===== src/common/collision_pkg.sv =====
`default_nettype none

package collision_pkg;

    // Playfield is a 16 by 16 grid.
    localparam int coord_bits = 4;

    localparam int num_asteroids = 8;
    localparam int asteroid_index_bits = 3;

    localparam int num_shots = 4;
    localparam int shot_index_bits = 2;

    localparam int lives_init = 3;
    localparam int lives_bits = 2;

    typedef struct packed {
        logic [coord_bits-1:0] x;
        logic [coord_bits-1:0] y;
    } position_t;

    typedef struct packed {
        logic      loaded;
        logic      destroyed;
        position_t position;
    } asteroid_entry_t;

    typedef struct packed {
        logic      loaded;
        position_t position;
    } shot_entry_t;

    // Ship controller state codes, also seen on the debug port.
    localparam int ship_state_bits = 5;
    localparam logic [ship_state_bits-1:0] ship_initial        = 5'h00;
    localparam logic [ship_state_bits-1:0] ship_idle           = 5'h01;
    localparam logic [ship_state_bits-1:0] ship_reset_counter  = 5'h02;
    localparam logic [ship_state_bits-1:0] ship_compare        = 5'h03;
    localparam logic [ship_state_bits-1:0] ship_decrement      = 5'h04;
    localparam logic [ship_state_bits-1:0] ship_destroy_state  = 5'h05;
    localparam logic [ship_state_bits-1:0] ship_save           = 5'h06;
    localparam logic [ship_state_bits-1:0] ship_start_shot     = 5'h07;
    localparam logic [ship_state_bits-1:0] ship_wait_shot      = 5'h08;
    localparam logic [ship_state_bits-1:0] ship_count          = 5'h09;
    localparam logic [ship_state_bits-1:0] ship_finish         = 5'h0a;
    localparam logic [ship_state_bits-1:0] ship_settle         = 5'h0b;
    localparam logic [ship_state_bits-1:0] ship_error          = 5'h0f;

    // Shot unit states.
    localparam int shot_state_bits = 2;
    localparam logic [shot_state_bits-1:0] shot_idle   = 2'd0;
    localparam logic [shot_state_bits-1:0] shot_scan   = 2'd1;
    localparam logic [shot_state_bits-1:0] shot_finish = 2'd2;

endpackage

`default_nettype wire


===== src/asteroid_table/asteroid_table.sv =====
`default_nettype none

module asteroid_table import collision_pkg::*; (
    input  wire logic                           clock,
    input  wire logic                           reset,
    input  wire logic                           write,
    input  wire logic [asteroid_index_bits-1:0] write_index,
    input  wire asteroid_entry_t                write_entry,
    input  wire logic [asteroid_index_bits-1:0] ship_index,
    input  wire logic                           ship_destroy,
    input  wire logic [asteroid_index_bits-1:0] shot_index,
    input  wire logic                           shot_destroy,
    input  wire logic [asteroid_index_bits-1:0] render_index,
    output asteroid_entry_t                     ship_entry,
    output asteroid_entry_t                     shot_entry,
    output asteroid_entry_t                     render_entry
);

    asteroid_entry_t entries [num_asteroids];

    always_ff @(posedge clock or posedge reset) begin
        if (reset) begin
            for (int i = 0; i < num_asteroids; i++) begin
                entries[i] <= '0;
            end
        end else if (write) begin
            entries[write_index] <= write_entry;
        end else if (ship_destroy) begin
            entries[ship_index].destroyed <= 1'b1;
        end else if (shot_destroy) begin
            entries[shot_index].destroyed <= 1'b1;
        end
    end

    // Three independent combinational read ports.
    assign ship_entry   = entries[ship_index];
    assign shot_entry   = entries[shot_index];
    assign render_entry = entries[render_index];

    // Loader and both controllers never write in the same cycle.
    a_single_writer: assert property (
        @(posedge clock) disable iff (reset)
        $onehot0({write, ship_destroy, shot_destroy})
    );

    a_destroy_loaded: assert property (
        @(posedge clock) disable iff (reset)
        (ship_destroy -> entries[ship_index].loaded) &&
        (shot_destroy -> entries[shot_index].loaded)
    );

endmodule

`default_nettype wire


===== src/shot_collision/shot_table.sv =====
`default_nettype none

module shot_table import collision_pkg::*; (
    input  wire logic                       clock,
    input  wire logic                       reset,
    input  wire logic                       write,
    input  wire logic [shot_index_bits-1:0] write_index,
    input  wire shot_entry_t                write_entry,
    input  wire logic [shot_index_bits-1:0] scan_index,
    input  wire logic                       clear,
    input  wire logic [shot_index_bits-1:0] render_index,
    output shot_entry_t                     scan_entry,
    output shot_entry_t                     render_entry
);

    shot_entry_t entries [num_shots];

    always_ff @(posedge clock or posedge reset) begin
        if (reset) begin
            for (int i = 0; i < num_shots; i++) begin
                entries[i] <= '0;
            end
        end else if (write) begin
            entries[write_index] <= write_entry;
        end else if (clear) begin
            // Position is kept, only the shot is retired.
            entries[scan_index].loaded <= 1'b0;
        end
    end

    assign scan_entry   = entries[scan_index];
    assign render_entry = entries[render_index];

    a_write_clear_exclusive: assert property (
        @(posedge clock) disable iff (reset)
        !(write && clear)
    );

endmodule

`default_nettype wire


===== src/shot_collision/shot_collision_unit.sv =====
`default_nettype none

module shot_collision_unit import collision_pkg::*; (
    input  wire logic                           clock,
    input  wire logic                           reset,
    input  wire logic                           pass_start,
    input  wire shot_entry_t                    shot_entry,
    input  wire asteroid_entry_t                asteroid_entry,
    output logic      [shot_index_bits-1:0]     shot_index,
    output logic      [asteroid_index_bits-1:0] asteroid_index,
    output logic                                shot_clear,
    output logic                                asteroid_destroy,
    output logic                                pass_done
);

    logic [shot_state_bits-1:0] state;
    logic                       shot_last;
    logic                       asteroid_last;
    logic                       asteroid_live;
    logic                       match;

    assign shot_last     = shot_index == shot_index_bits'(num_shots - 1);
    assign asteroid_last = asteroid_index == asteroid_index_bits'(num_asteroids - 1);
    assign asteroid_live = asteroid_entry.loaded && !asteroid_entry.destroyed;

    // One shot-asteroid comparison per scan cycle.
    assign match = state == shot_scan && shot_entry.loaded && asteroid_live &&
                   asteroid_entry.position == shot_entry.position;

    always_ff @(posedge clock or posedge reset) begin
        if (reset) begin
            state          <= shot_idle;
            shot_index     <= '0;
            asteroid_index <= '0;
        end else begin
            case (state)
                shot_idle: begin
                    if (pass_start) begin
                        shot_index     <= '0;
                        asteroid_index <= '0;
                        state          <= shot_scan;
                    end
                end
                shot_scan: begin
                    // Dead shot, hit, or asteroid list exhausted: next shot.
                    if (!shot_entry.loaded || match || asteroid_last) begin
                        asteroid_index <= '0;
                        if (shot_last) begin
                            state <= shot_finish;
                        end else begin
                            shot_index <= shot_index + 1'b1;
                        end
                    end else begin
                        asteroid_index <= asteroid_index + 1'b1;
                    end
                end
                shot_finish: state <= shot_idle;
                default:     state <= shot_idle;
            endcase
        end
    end

    assign shot_clear       = match;
    assign asteroid_destroy = match;
    assign pass_done        = state == shot_finish;

    // The ship controller only starts a shot pass while this unit is idle.
    a_start_when_idle: assert property (
        @(posedge clock) disable iff (reset)
        pass_start |-> state == shot_idle
    );

endmodule

`default_nettype wire


===== src/source/lives_counter.sv =====
`default_nettype none

module lives_counter import collision_pkg::*; (
    input  wire logic                  clock,
    input  wire logic                  reset,
    input  wire logic                  lose_life,
    output logic      [lives_bits-1:0] lives,
    output logic                       spare_life
);

    always_ff @(posedge clock or posedge reset) begin
        if (reset) begin
            lives <= lives_bits'(lives_init);
        end else if (lose_life && lives != '0) begin
            lives <= lives - 1'b1;
        end
    end

    // A decrement from here still leaves the ship alive.
    assign spare_life = lives > lives_bits'(1);

endmodule

`default_nettype wire


===== src/source/ship_collision_control.sv =====
`default_nettype none

module ship_collision_control import collision_pkg::*; (
    input  wire logic                           clock,
    input  wire logic                           reset,
    input  wire logic                           start,
    input  wire position_t                      ship_position,
    input  wire asteroid_entry_t                scan_entry,
    input  wire logic                           spare_life,
    input  wire logic                           shot_pass_done,
    output logic      [asteroid_index_bits-1:0] scan_index,
    output logic                                lose_life,
    output logic                                destroy,
    output logic                                shot_pass_start,
    output logic                                done,
    output logic      [ship_state_bits-1:0]     state_debug
);

    logic [ship_state_bits-1:0]     state;
    logic [ship_state_bits-1:0]     next_state;
    logic [asteroid_index_bits-1:0] counter;
    logic                           hit;
    logic                           last;

    // Live asteroid sitting on the ship.
    assign hit  = scan_entry.loaded && !scan_entry.destroyed &&
                  scan_entry.position == ship_position;
    assign last = counter == asteroid_index_bits'(num_asteroids - 1);

    always_ff @(posedge clock or posedge reset) begin
        if (reset) begin
            state <= ship_initial;
        end else begin
            state <= next_state;
        end
    end

    always_comb begin
        case (state)
            ship_initial:       next_state = ship_idle;
            ship_idle:          next_state = start ? ship_reset_counter : ship_idle;
            ship_reset_counter: next_state = ship_compare;
            ship_compare: begin
                if (hit) begin
                    next_state = ship_decrement;
                end else if (last) begin
                    next_state = ship_start_shot;
                end else begin
                    next_state = ship_count;
                end
            end
            // Last life gone, the shot pass is skipped.
            ship_decrement:     next_state = spare_life ? ship_destroy_state : ship_finish;
            ship_destroy_state: next_state = ship_save;
            ship_save:          next_state = last ? ship_start_shot : ship_count;
            ship_start_shot:    next_state = ship_wait_shot;
            ship_wait_shot:     next_state = shot_pass_done ? ship_finish : ship_wait_shot;
            ship_count:         next_state = ship_settle;
            ship_settle:        next_state = ship_compare;
            ship_finish:        next_state = ship_idle;
            default:            next_state = ship_initial;
        endcase
    end

    // Asteroid scan counter.
    always_ff @(posedge clock or posedge reset) begin
        if (reset) begin
            counter <= '0;
        end else if (state == ship_reset_counter) begin
            counter <= '0;
        end else if (state == ship_count) begin
            counter <= counter + 1'b1;
        end
    end

    assign scan_index = counter;

    // Moore outputs.
    assign lose_life       = state == ship_decrement;
    assign destroy         = state == ship_save;
    assign shot_pass_start = state == ship_start_shot;
    assign done            = state == ship_finish;

    always_comb begin
        case (state)
            ship_initial, ship_idle, ship_reset_counter, ship_compare,
            ship_decrement, ship_destroy_state, ship_save, ship_start_shot,
            ship_wait_shot, ship_count, ship_finish, ship_settle: begin
                state_debug = state;
            end
            default: state_debug = ship_error;
        endcase
    end

    // The asteroid that costs the life still sits on the ship.
    a_lose_life_on_hit: assert property (
        @(posedge clock) disable iff (reset)
        lose_life |-> hit
    );

endmodule

`default_nettype wire


===== src/source/collision_top.sv =====
`default_nettype none

module collision_top import collision_pkg::*; (
    input  wire logic                           clock,
    input  wire logic                           reset,
    input  wire logic                           asteroid_write,
    input  wire logic [asteroid_index_bits-1:0] asteroid_write_index,
    input  wire asteroid_entry_t                asteroid_write_entry,
    input  wire logic                           shot_write,
    input  wire logic [shot_index_bits-1:0]     shot_write_index,
    input  wire shot_entry_t                    shot_write_entry,
    input  wire position_t                      ship_position,
    input  wire logic                           start,
    input  wire logic [asteroid_index_bits-1:0] render_asteroid_index,
    input  wire logic [shot_index_bits-1:0]     render_shot_index,
    output asteroid_entry_t                     render_asteroid,
    output shot_entry_t                         render_shot,
    output logic                                done,
    output logic      [lives_bits-1:0]          lives,
    output logic      [ship_state_bits-1:0]     state_debug
);

    logic [asteroid_index_bits-1:0] ship_scan_index;
    asteroid_entry_t                ship_scan_entry;
    logic                           ship_destroy;
    logic                           lose_life;
    logic                           spare_life;
    logic                           shot_pass_start;
    logic                           shot_pass_done;
    logic [shot_index_bits-1:0]     shot_scan_index;
    logic [asteroid_index_bits-1:0] asteroid_scan_index;
    shot_entry_t                    shot_scan_entry;
    asteroid_entry_t                asteroid_scan_entry;
    logic                           shot_destroy;
    logic                           shot_clear;

    asteroid_table asteroid_table0 (
        .clock        (clock),
        .reset        (reset),
        .write        (asteroid_write),
        .write_index  (asteroid_write_index),
        .write_entry  (asteroid_write_entry),
        .ship_index   (ship_scan_index),
        .ship_destroy (ship_destroy),
        .shot_index   (asteroid_scan_index),
        .shot_destroy (shot_destroy),
        .render_index (render_asteroid_index),
        .ship_entry   (ship_scan_entry),
        .shot_entry   (asteroid_scan_entry),
        .render_entry (render_asteroid)
    );

    shot_table shot_table0 (
        .clock        (clock),
        .reset        (reset),
        .write        (shot_write),
        .write_index  (shot_write_index),
        .write_entry  (shot_write_entry),
        .scan_index   (shot_scan_index),
        .clear        (shot_clear),
        .render_index (render_shot_index),
        .scan_entry   (shot_scan_entry),
        .render_entry (render_shot)
    );

    lives_counter lives_counter0 (
        .clock      (clock),
        .reset      (reset),
        .lose_life  (lose_life),
        .lives      (lives),
        .spare_life (spare_life)
    );

    ship_collision_control ship_control0 (
        .clock           (clock),
        .reset           (reset),
        .start           (start),
        .ship_position   (ship_position),
        .scan_entry      (ship_scan_entry),
        .spare_life      (spare_life),
        .shot_pass_done  (shot_pass_done),
        .scan_index      (ship_scan_index),
        .lose_life       (lose_life),
        .destroy         (ship_destroy),
        .shot_pass_start (shot_pass_start),
        .done            (done),
        .state_debug     (state_debug)
    );

    shot_collision_unit shot_unit0 (
        .clock            (clock),
        .reset            (reset),
        .pass_start       (shot_pass_start),
        .shot_entry       (shot_scan_entry),
        .asteroid_entry   (asteroid_scan_entry),
        .shot_index       (shot_scan_index),
        .asteroid_index   (asteroid_scan_index),
        .shot_clear       (shot_clear),
        .asteroid_destroy (shot_destroy),
        .pass_done        (shot_pass_done)
    );

endmodule

`default_nettype wire


===== config.mk =====
export PLATFORM = sky130hd
export DESIGN_NAME = collision_top
export DESIGN_NICKNAME = d
export VERILOG_FILES = /design/src/common/collision_pkg.sv /design/src/asteroid_table/asteroid_table.sv /design/src/shot_collision/shot_table.sv /design/src/shot_collision/shot_collision_unit.sv /design/src/source/lives_counter.sv /design/src/source/ship_collision_control.sv /design/src/source/collision_top.sv
export SDC_FILE = /design/constraint.sdc
export NUM_CORES = 1
export LEC_CHECK = 0
export BUFFER_PORTS_ARGS = -buffer_cell sky130_fd_sc_hd__buf_2
export CORE_MARGIN = 1
export CORE_UTILIZATION = 60
export CTS_BUF_LIST = sky130_fd_sc_hd__clkbuf_16
export CTS_CLUSTER_SIZE = 40
export DETAILED_ROUTE_END_ITERATION = 8
export GPL_TIMING_DRIVEN = 0
export HOLD_SLACK_MARGIN = 0.05
export PLACE_DENSITY = 0.88
export RECOVER_POWER = 25
export SETUP_SLACK_MARGIN = 0.15
export SLEW_MARGIN = 40
export SYNTH_ARGS = -nofsm -noshare
export SYNTH_HDL_FRONTEND = slang
export SYNTH_HIERARCHICAL = 1
export SYNTH_SLANG_ARGS = --single-unit
export TNS_END_PERCENT = 1

===== constraint.sdc =====
create_clock -name clock -period 6.7 [get_ports clock]
set_clock_uncertainty 0.1 [all_clocks]
set_input_delay 1.005 -clock clock [delete_from_list [all_inputs] [get_ports clock]]
set_output_delay 1.005 -clock clock [all_outputs]
set_load 0.02 [all_outputs]

# Word-level counts from Yosys, hierarchy flattened
# Index checks and enable logic that the tools add are counted.
[word_totals]
ff_bits = 133
in_bits = 42
wordCells = 181
[op_classes]
addsub = 4
n_lt_le_gt_ge = 13
eq_ne = 22
n_mux = 55
bitwise_logic = 7
reduce_logical = 30
[op_table]
columns = ["cell", "n"]
rows = [
  ["bitwise mux 80 bit", 3],
  ["two-way mux 80 bit", 3],
  ["binary-select mux 10 bit (select 3 bit)", 3],
  ["demux 10 bit (select 3 bit)", 3],
  ["bitwise mux 36 bit", 2],
  ["two-way mux 36 bit", 2],
  ["two-way mux 9 bit", 8],
  ["two-way mux 10 bit", 7],
  ["case mux 5 bit (10 select lines)", 1],
  ["binary-select mux 9 bit (select 2 bit)", 2],
  ["demux 9 bit (select 2 bit)", 2],
  ["equality test 5 x 3 -> 1 bit (second input constant)", 4],
  ["equality test 5 x 4 -> 1 bit (second input constant)", 4],
  ["equality test 8 bit", 2],
  ["greater-or-equal comparator 4 bit (second input constant)", 4],
  ["two-way mux 2 bit", 8],
  ["inverter 3 -> 4 bit", 4],
  ["logical AND 1 bit", 12],
  ["< comparator 4 x 1 -> 1 bit (second input constant)", 3],
  ["two-way mux 3 bit", 4],
  ["OR reduction 12 bit", 1],
  ["equality test 5 x 2 -> 1 bit (second input constant)", 2],
  ["two-way mux 5 bit", 2],
  ["greater-or-equal comparator 3 bit (second input constant)", 3],
  ["other kinds (25)", 42],
]

# Longest topological paths before layout
[logic_depth]
depth_word = 12
ltp_mapped = 9
depth_no_buf = 8

# Cells and area by module
# Netlist, hierarchy kept.
[modules_own_cells]
columns = ["module", "instances", "cells_per_inst", "area_per_inst_um2", "seq_area_each_um2"]
rows = [
  ["asteroid_table", 1, 347, 5185.0, 2001.9],
  ["shot_table", 1, 112, 1893.1, 900.9],
  ["ship_collision_control", 1, 84, 633.1, 175.2],
  ["shot_collision_unit", 1, 47, 475.5, 175.2],
  ["lives_counter", 1, 11, 125.1, 52.6],
]

# Worst setup path before layout
# Ideal clock, no wire load.
[synth_timing]
path_kind = "input-to-output"
startpoint = "in render_asteroid_index[0]"
endpoint = "out render_asteroid[0] (netlist bit)"
arrival_time_ps = 2119
required_time_ps = 5595
setup_slack_ps = 3476
stages = 3
path_buffers = 1
path_cell_list = "buf_2 mux4_2 mux2_2"
[synth_lines]
columns = ["element", "line_no", "text"]
rows = [
  ["start: declaration", "collision_top.sv:14", "input wire logic [asteroid_index_bits-1:0] render_asteroid_index,"],
  ["end: declaration", "collision_top.sv:16", "output asteroid_entry_t render_asteroid,"],
]

==> flow_metrics.env <==
export IMPL_setup_violations_final=0
export IMPL_netlist_instances=601
export IMPL_holdPathStages=1
export IMPL_grtUsageTotal_pct=33.7
export IMPL_min_from="shot_table0/entries[24]"
export IMPL_core_area_um2=13400
export IMPL_syn_area_per_cell_um2=13.8
export IMPL_syn_area_um2=8310
export IMPL_cts_repair_resized=0
export IMPL_grt_use_met2_pct=52.4
export IMPL_r2r_slack_ns=2.64
export IMPL_post_cts_setup_buffers=0
export IMPL_yosysTopAreaCell="dfrtp_1"
export IMPL_start_kind="flip-flop"
export IMPL_dpl_cell_area_um2=8840
export IMPL_drv_slew=73
export IMPL_clockBufferDepth=2
export IMPL_via_per_inst=7.14
export IMPL_hold_path_class="reg2reg"
export IMPL_hold_buffers=0
export IMPL_max_cap_violations=2
export IMPL_fin_nets=727
export IMPL_clock_sinks=132
export IMPL_ys_seq_area_share_pct=39.8
export IMPL_final_area_um2=9480
export IMPL_finalHoldWorstSlack_ns=0.432
export IMPL_portBuffers=57
export IMPL_grt_max_degree=46
export IMPL_fin_setup_tns_ns=0
export IMPL_clk_latency_ns=0.43
export IMPL_finalHoldViolations=0
export IMPL_synth_edff_count=0
export IMPL_rsz0062_at_grt="no"
export IMPL_ys_flop_type="dfrtp_1"
export IMPL_cts_htree_levels=4
export IMPL_async_reset_ff_share_pct=100
export IMPL_rr_worst_depth=9
export IMPL_worstMarginPinSlew_ns=1.77
export IMPL_synth_cell_types=68
export IMPL_final_cell_mix="130 x dfrtp_1, 125 x mux2_2, 83 x buf_2"
export IMPL_syn_nets=650
export IMPL_root_buffer="clkbuf_16"
export IMPL_rows=42
export IMPL_timing_rr_end="shot_table0/entries[35]"
export IMPL_critPathMaxFanout=10
export IMPL_ys_seq_elements=132
export IMPL_gr_total_overflow=0
export IMPL_yosysTopAreaCellShare_pct=39.1
export IMPL_drtIter0Drc=575
export IMPL_dieHeight_um=120
export IMPL_gp_congestion=0.908
export IMPL_dieWidth_um=120
export IMPL_drc=0
export IMPL_drt_first_pass_iters=6
export IMPL_met1_usage_pct=42.1
export IMPL_final_common_cell="dfrtp_1"
export IMPL_grt_met3_usage_pct=8.22
export IMPL_grt_pass1_wl_mm=35.7
export IMPL_layout_drive_gt1_share_pct=48.3
export IMPL_synth_area_top_cells="dfrtp_1 39%, mux2_2 17%, mux4_2 17%"
export IMPL_dp_hpwl_mm=14.4
export IMPL_vias=6189
export IMPL_finalWirelength_mm=22.5
export IMPL_wl_per_cell_um=26.0
export IMPL_fin_util_pct=70.7
export IMPL_fmax_ghz=0.246
export IMPL_ioPinCount=69
export IMPL_violations="capacitance limit, slew limit"
export IMPL_syn_to_final_growth_pct=14.0
export IMPL_powerDensity_nw_per_um2=398
export IMPL_endpoint_kind="flip-flop"
export IMPL_status="finished, violations left"
export IMPL_ir_worst_vdd_v=0.000195
export IMPL_cp_required_ns=6.91
export IMPL_arrival_ns=4.27
export IMPL_reg2reg_from="shot_unit0/asteroid_index[0]"
export IMPL_finalPower_mw=3.78
export IMPL_hold_path_end="shot_table0/entries[24]"
export IMPL_cts_made_buffers=17
export IMPL_fin_crit_sh_pct=60.6
export IMPL_p_leak_nw=3.95
export IMPL_grt_busiest_layer="met2"
export IMPL_cts_tree="built"
export IMPL_clk_pin_slew_ns=0.06
export IMPL_slew_headroom_pct=-19.0
export IMPL_antenna_found_initial=0
export IMPL_critPathKind="reg2reg"
export IMPL_startpoint="shot_unit0/asteroid_index[0]"
export IMPL_dieArea_um2=14300
export IMPL_ant_nets=0
export IMPL_finalCriticalPeriod_ns=4.06
export IMPL_first_global_vias=6530
export IMPL_ys_warn_count=6
export IMPL_start_util_pct=62.0
export IMPL_antenna_cells=0
stage by stage:
stage | setup slack, ns | instances
after floorplan | 3.48 | 601
after global placement | 2.64 | 834
after detailed placement | 2.78 | 835
after CTS | 2.68 | 867
after global routing | 2.65 | 867
final | 2.64 | 867
Yosys cell counts (3+ instances only):
master / instances
dfrtp_1: 130
mux2_2: 125
mux4_2: 62
nand2_1: 34
buf_2: 27
inv_1: 18
xnor2_1: 17
mux4_1: 15
nor2_1: 12
nor3_1: 11
a21oi_1: 9
a2111oi_0: 7
a311oi_1: 7
clkbuf_1: 7
ha_1: 7
buf_4: 6
nand4_1: 6
o21ai_0: 6
buf_6: 5
nand2b_1: 5
nor3b_1: 5
nor4bb_1: 5
and4b_1: 4
and4bb_2: 4
nand4b_1: 4
or3_1: 4
a211oi_1: 3
nor2b_1: 3
o22ai_1: 3
critical path: stages (launching register included):
cell,delay [ns]
dfrtp_1,0.51
buf_2,0.44
mux4_2,0.55
mux2_2,0.32
xnor2_1,0.19
nand4_1,0.24
nor3_1,0.60
buf_4,0.24
or4b_2,0.59
o211a_1,0.15
logic make-up (layout without fill, tap and decap cells):
family | after synthesis | count (layout) | synth area share [%]
muxes | 205 | 205 | 39.0
DFF | 132 | 132 | 39.8
and+or+nand+nor | 120 | 120 | 9.17
buffers and inverters | 65 | 155 | 4.26
AOI/OAI and AO/OA | 54 | 54 | 4.89
xor gates and xnor gates | 17 | 17 | 1.79
adders and majority gates | 7 | 7 | 1.05
other | 1 | 1 | 0.0451
worst max-delay path by stage:
stage and endpoint:
2_1_floorplan render_asteroid[0], 3_3_place_gp asteroid_table0/entries[12], 3_5_place_dp shot_table0/entries[35], 4_1_cts shot_table0/entries[35], 5_1_grt shot_table0/entries[35], 6_report shot_table0/entries[35]
power breakdown:
group | switching [mW] | internal [mW]
Clock | 0.360 | 0.656
Sequential | 0.207 | 0.976
Combinational | 0.758 | 0.819
Total | 1.33 | 2.45
registers in the layout (all words and copies together) (netlist names):
signal and flops:
lives_counter0/lives 2, shot_table0/entries 36, shot_unit0/asteroid_index 3, ship_control0/state 4, shot_unit0/state 2, ship_control0/scan_index 3
asteroid_table0/entries 80, shot_unit0/shot_index 2
cell type report:
class,count,area (um^2)
repair buffers,58,304
well taps,176,220
clock inverters,15,211
fillers,827,3920
inverters,18,70.1
plain buffers,47,288
clock buffers,17,425
flip-flops and latches,132,3310
multi-input cells,404,4650
routing by layer:
metal / vias to the layer above / share of wire, %
met5: - / 0
met4: 0 / 5.9
met3: 120 / 9.6
met2: 453 / 49
met1: 3090 / 36
li1: 2526 / -
(Power assumes the default switching activity.)
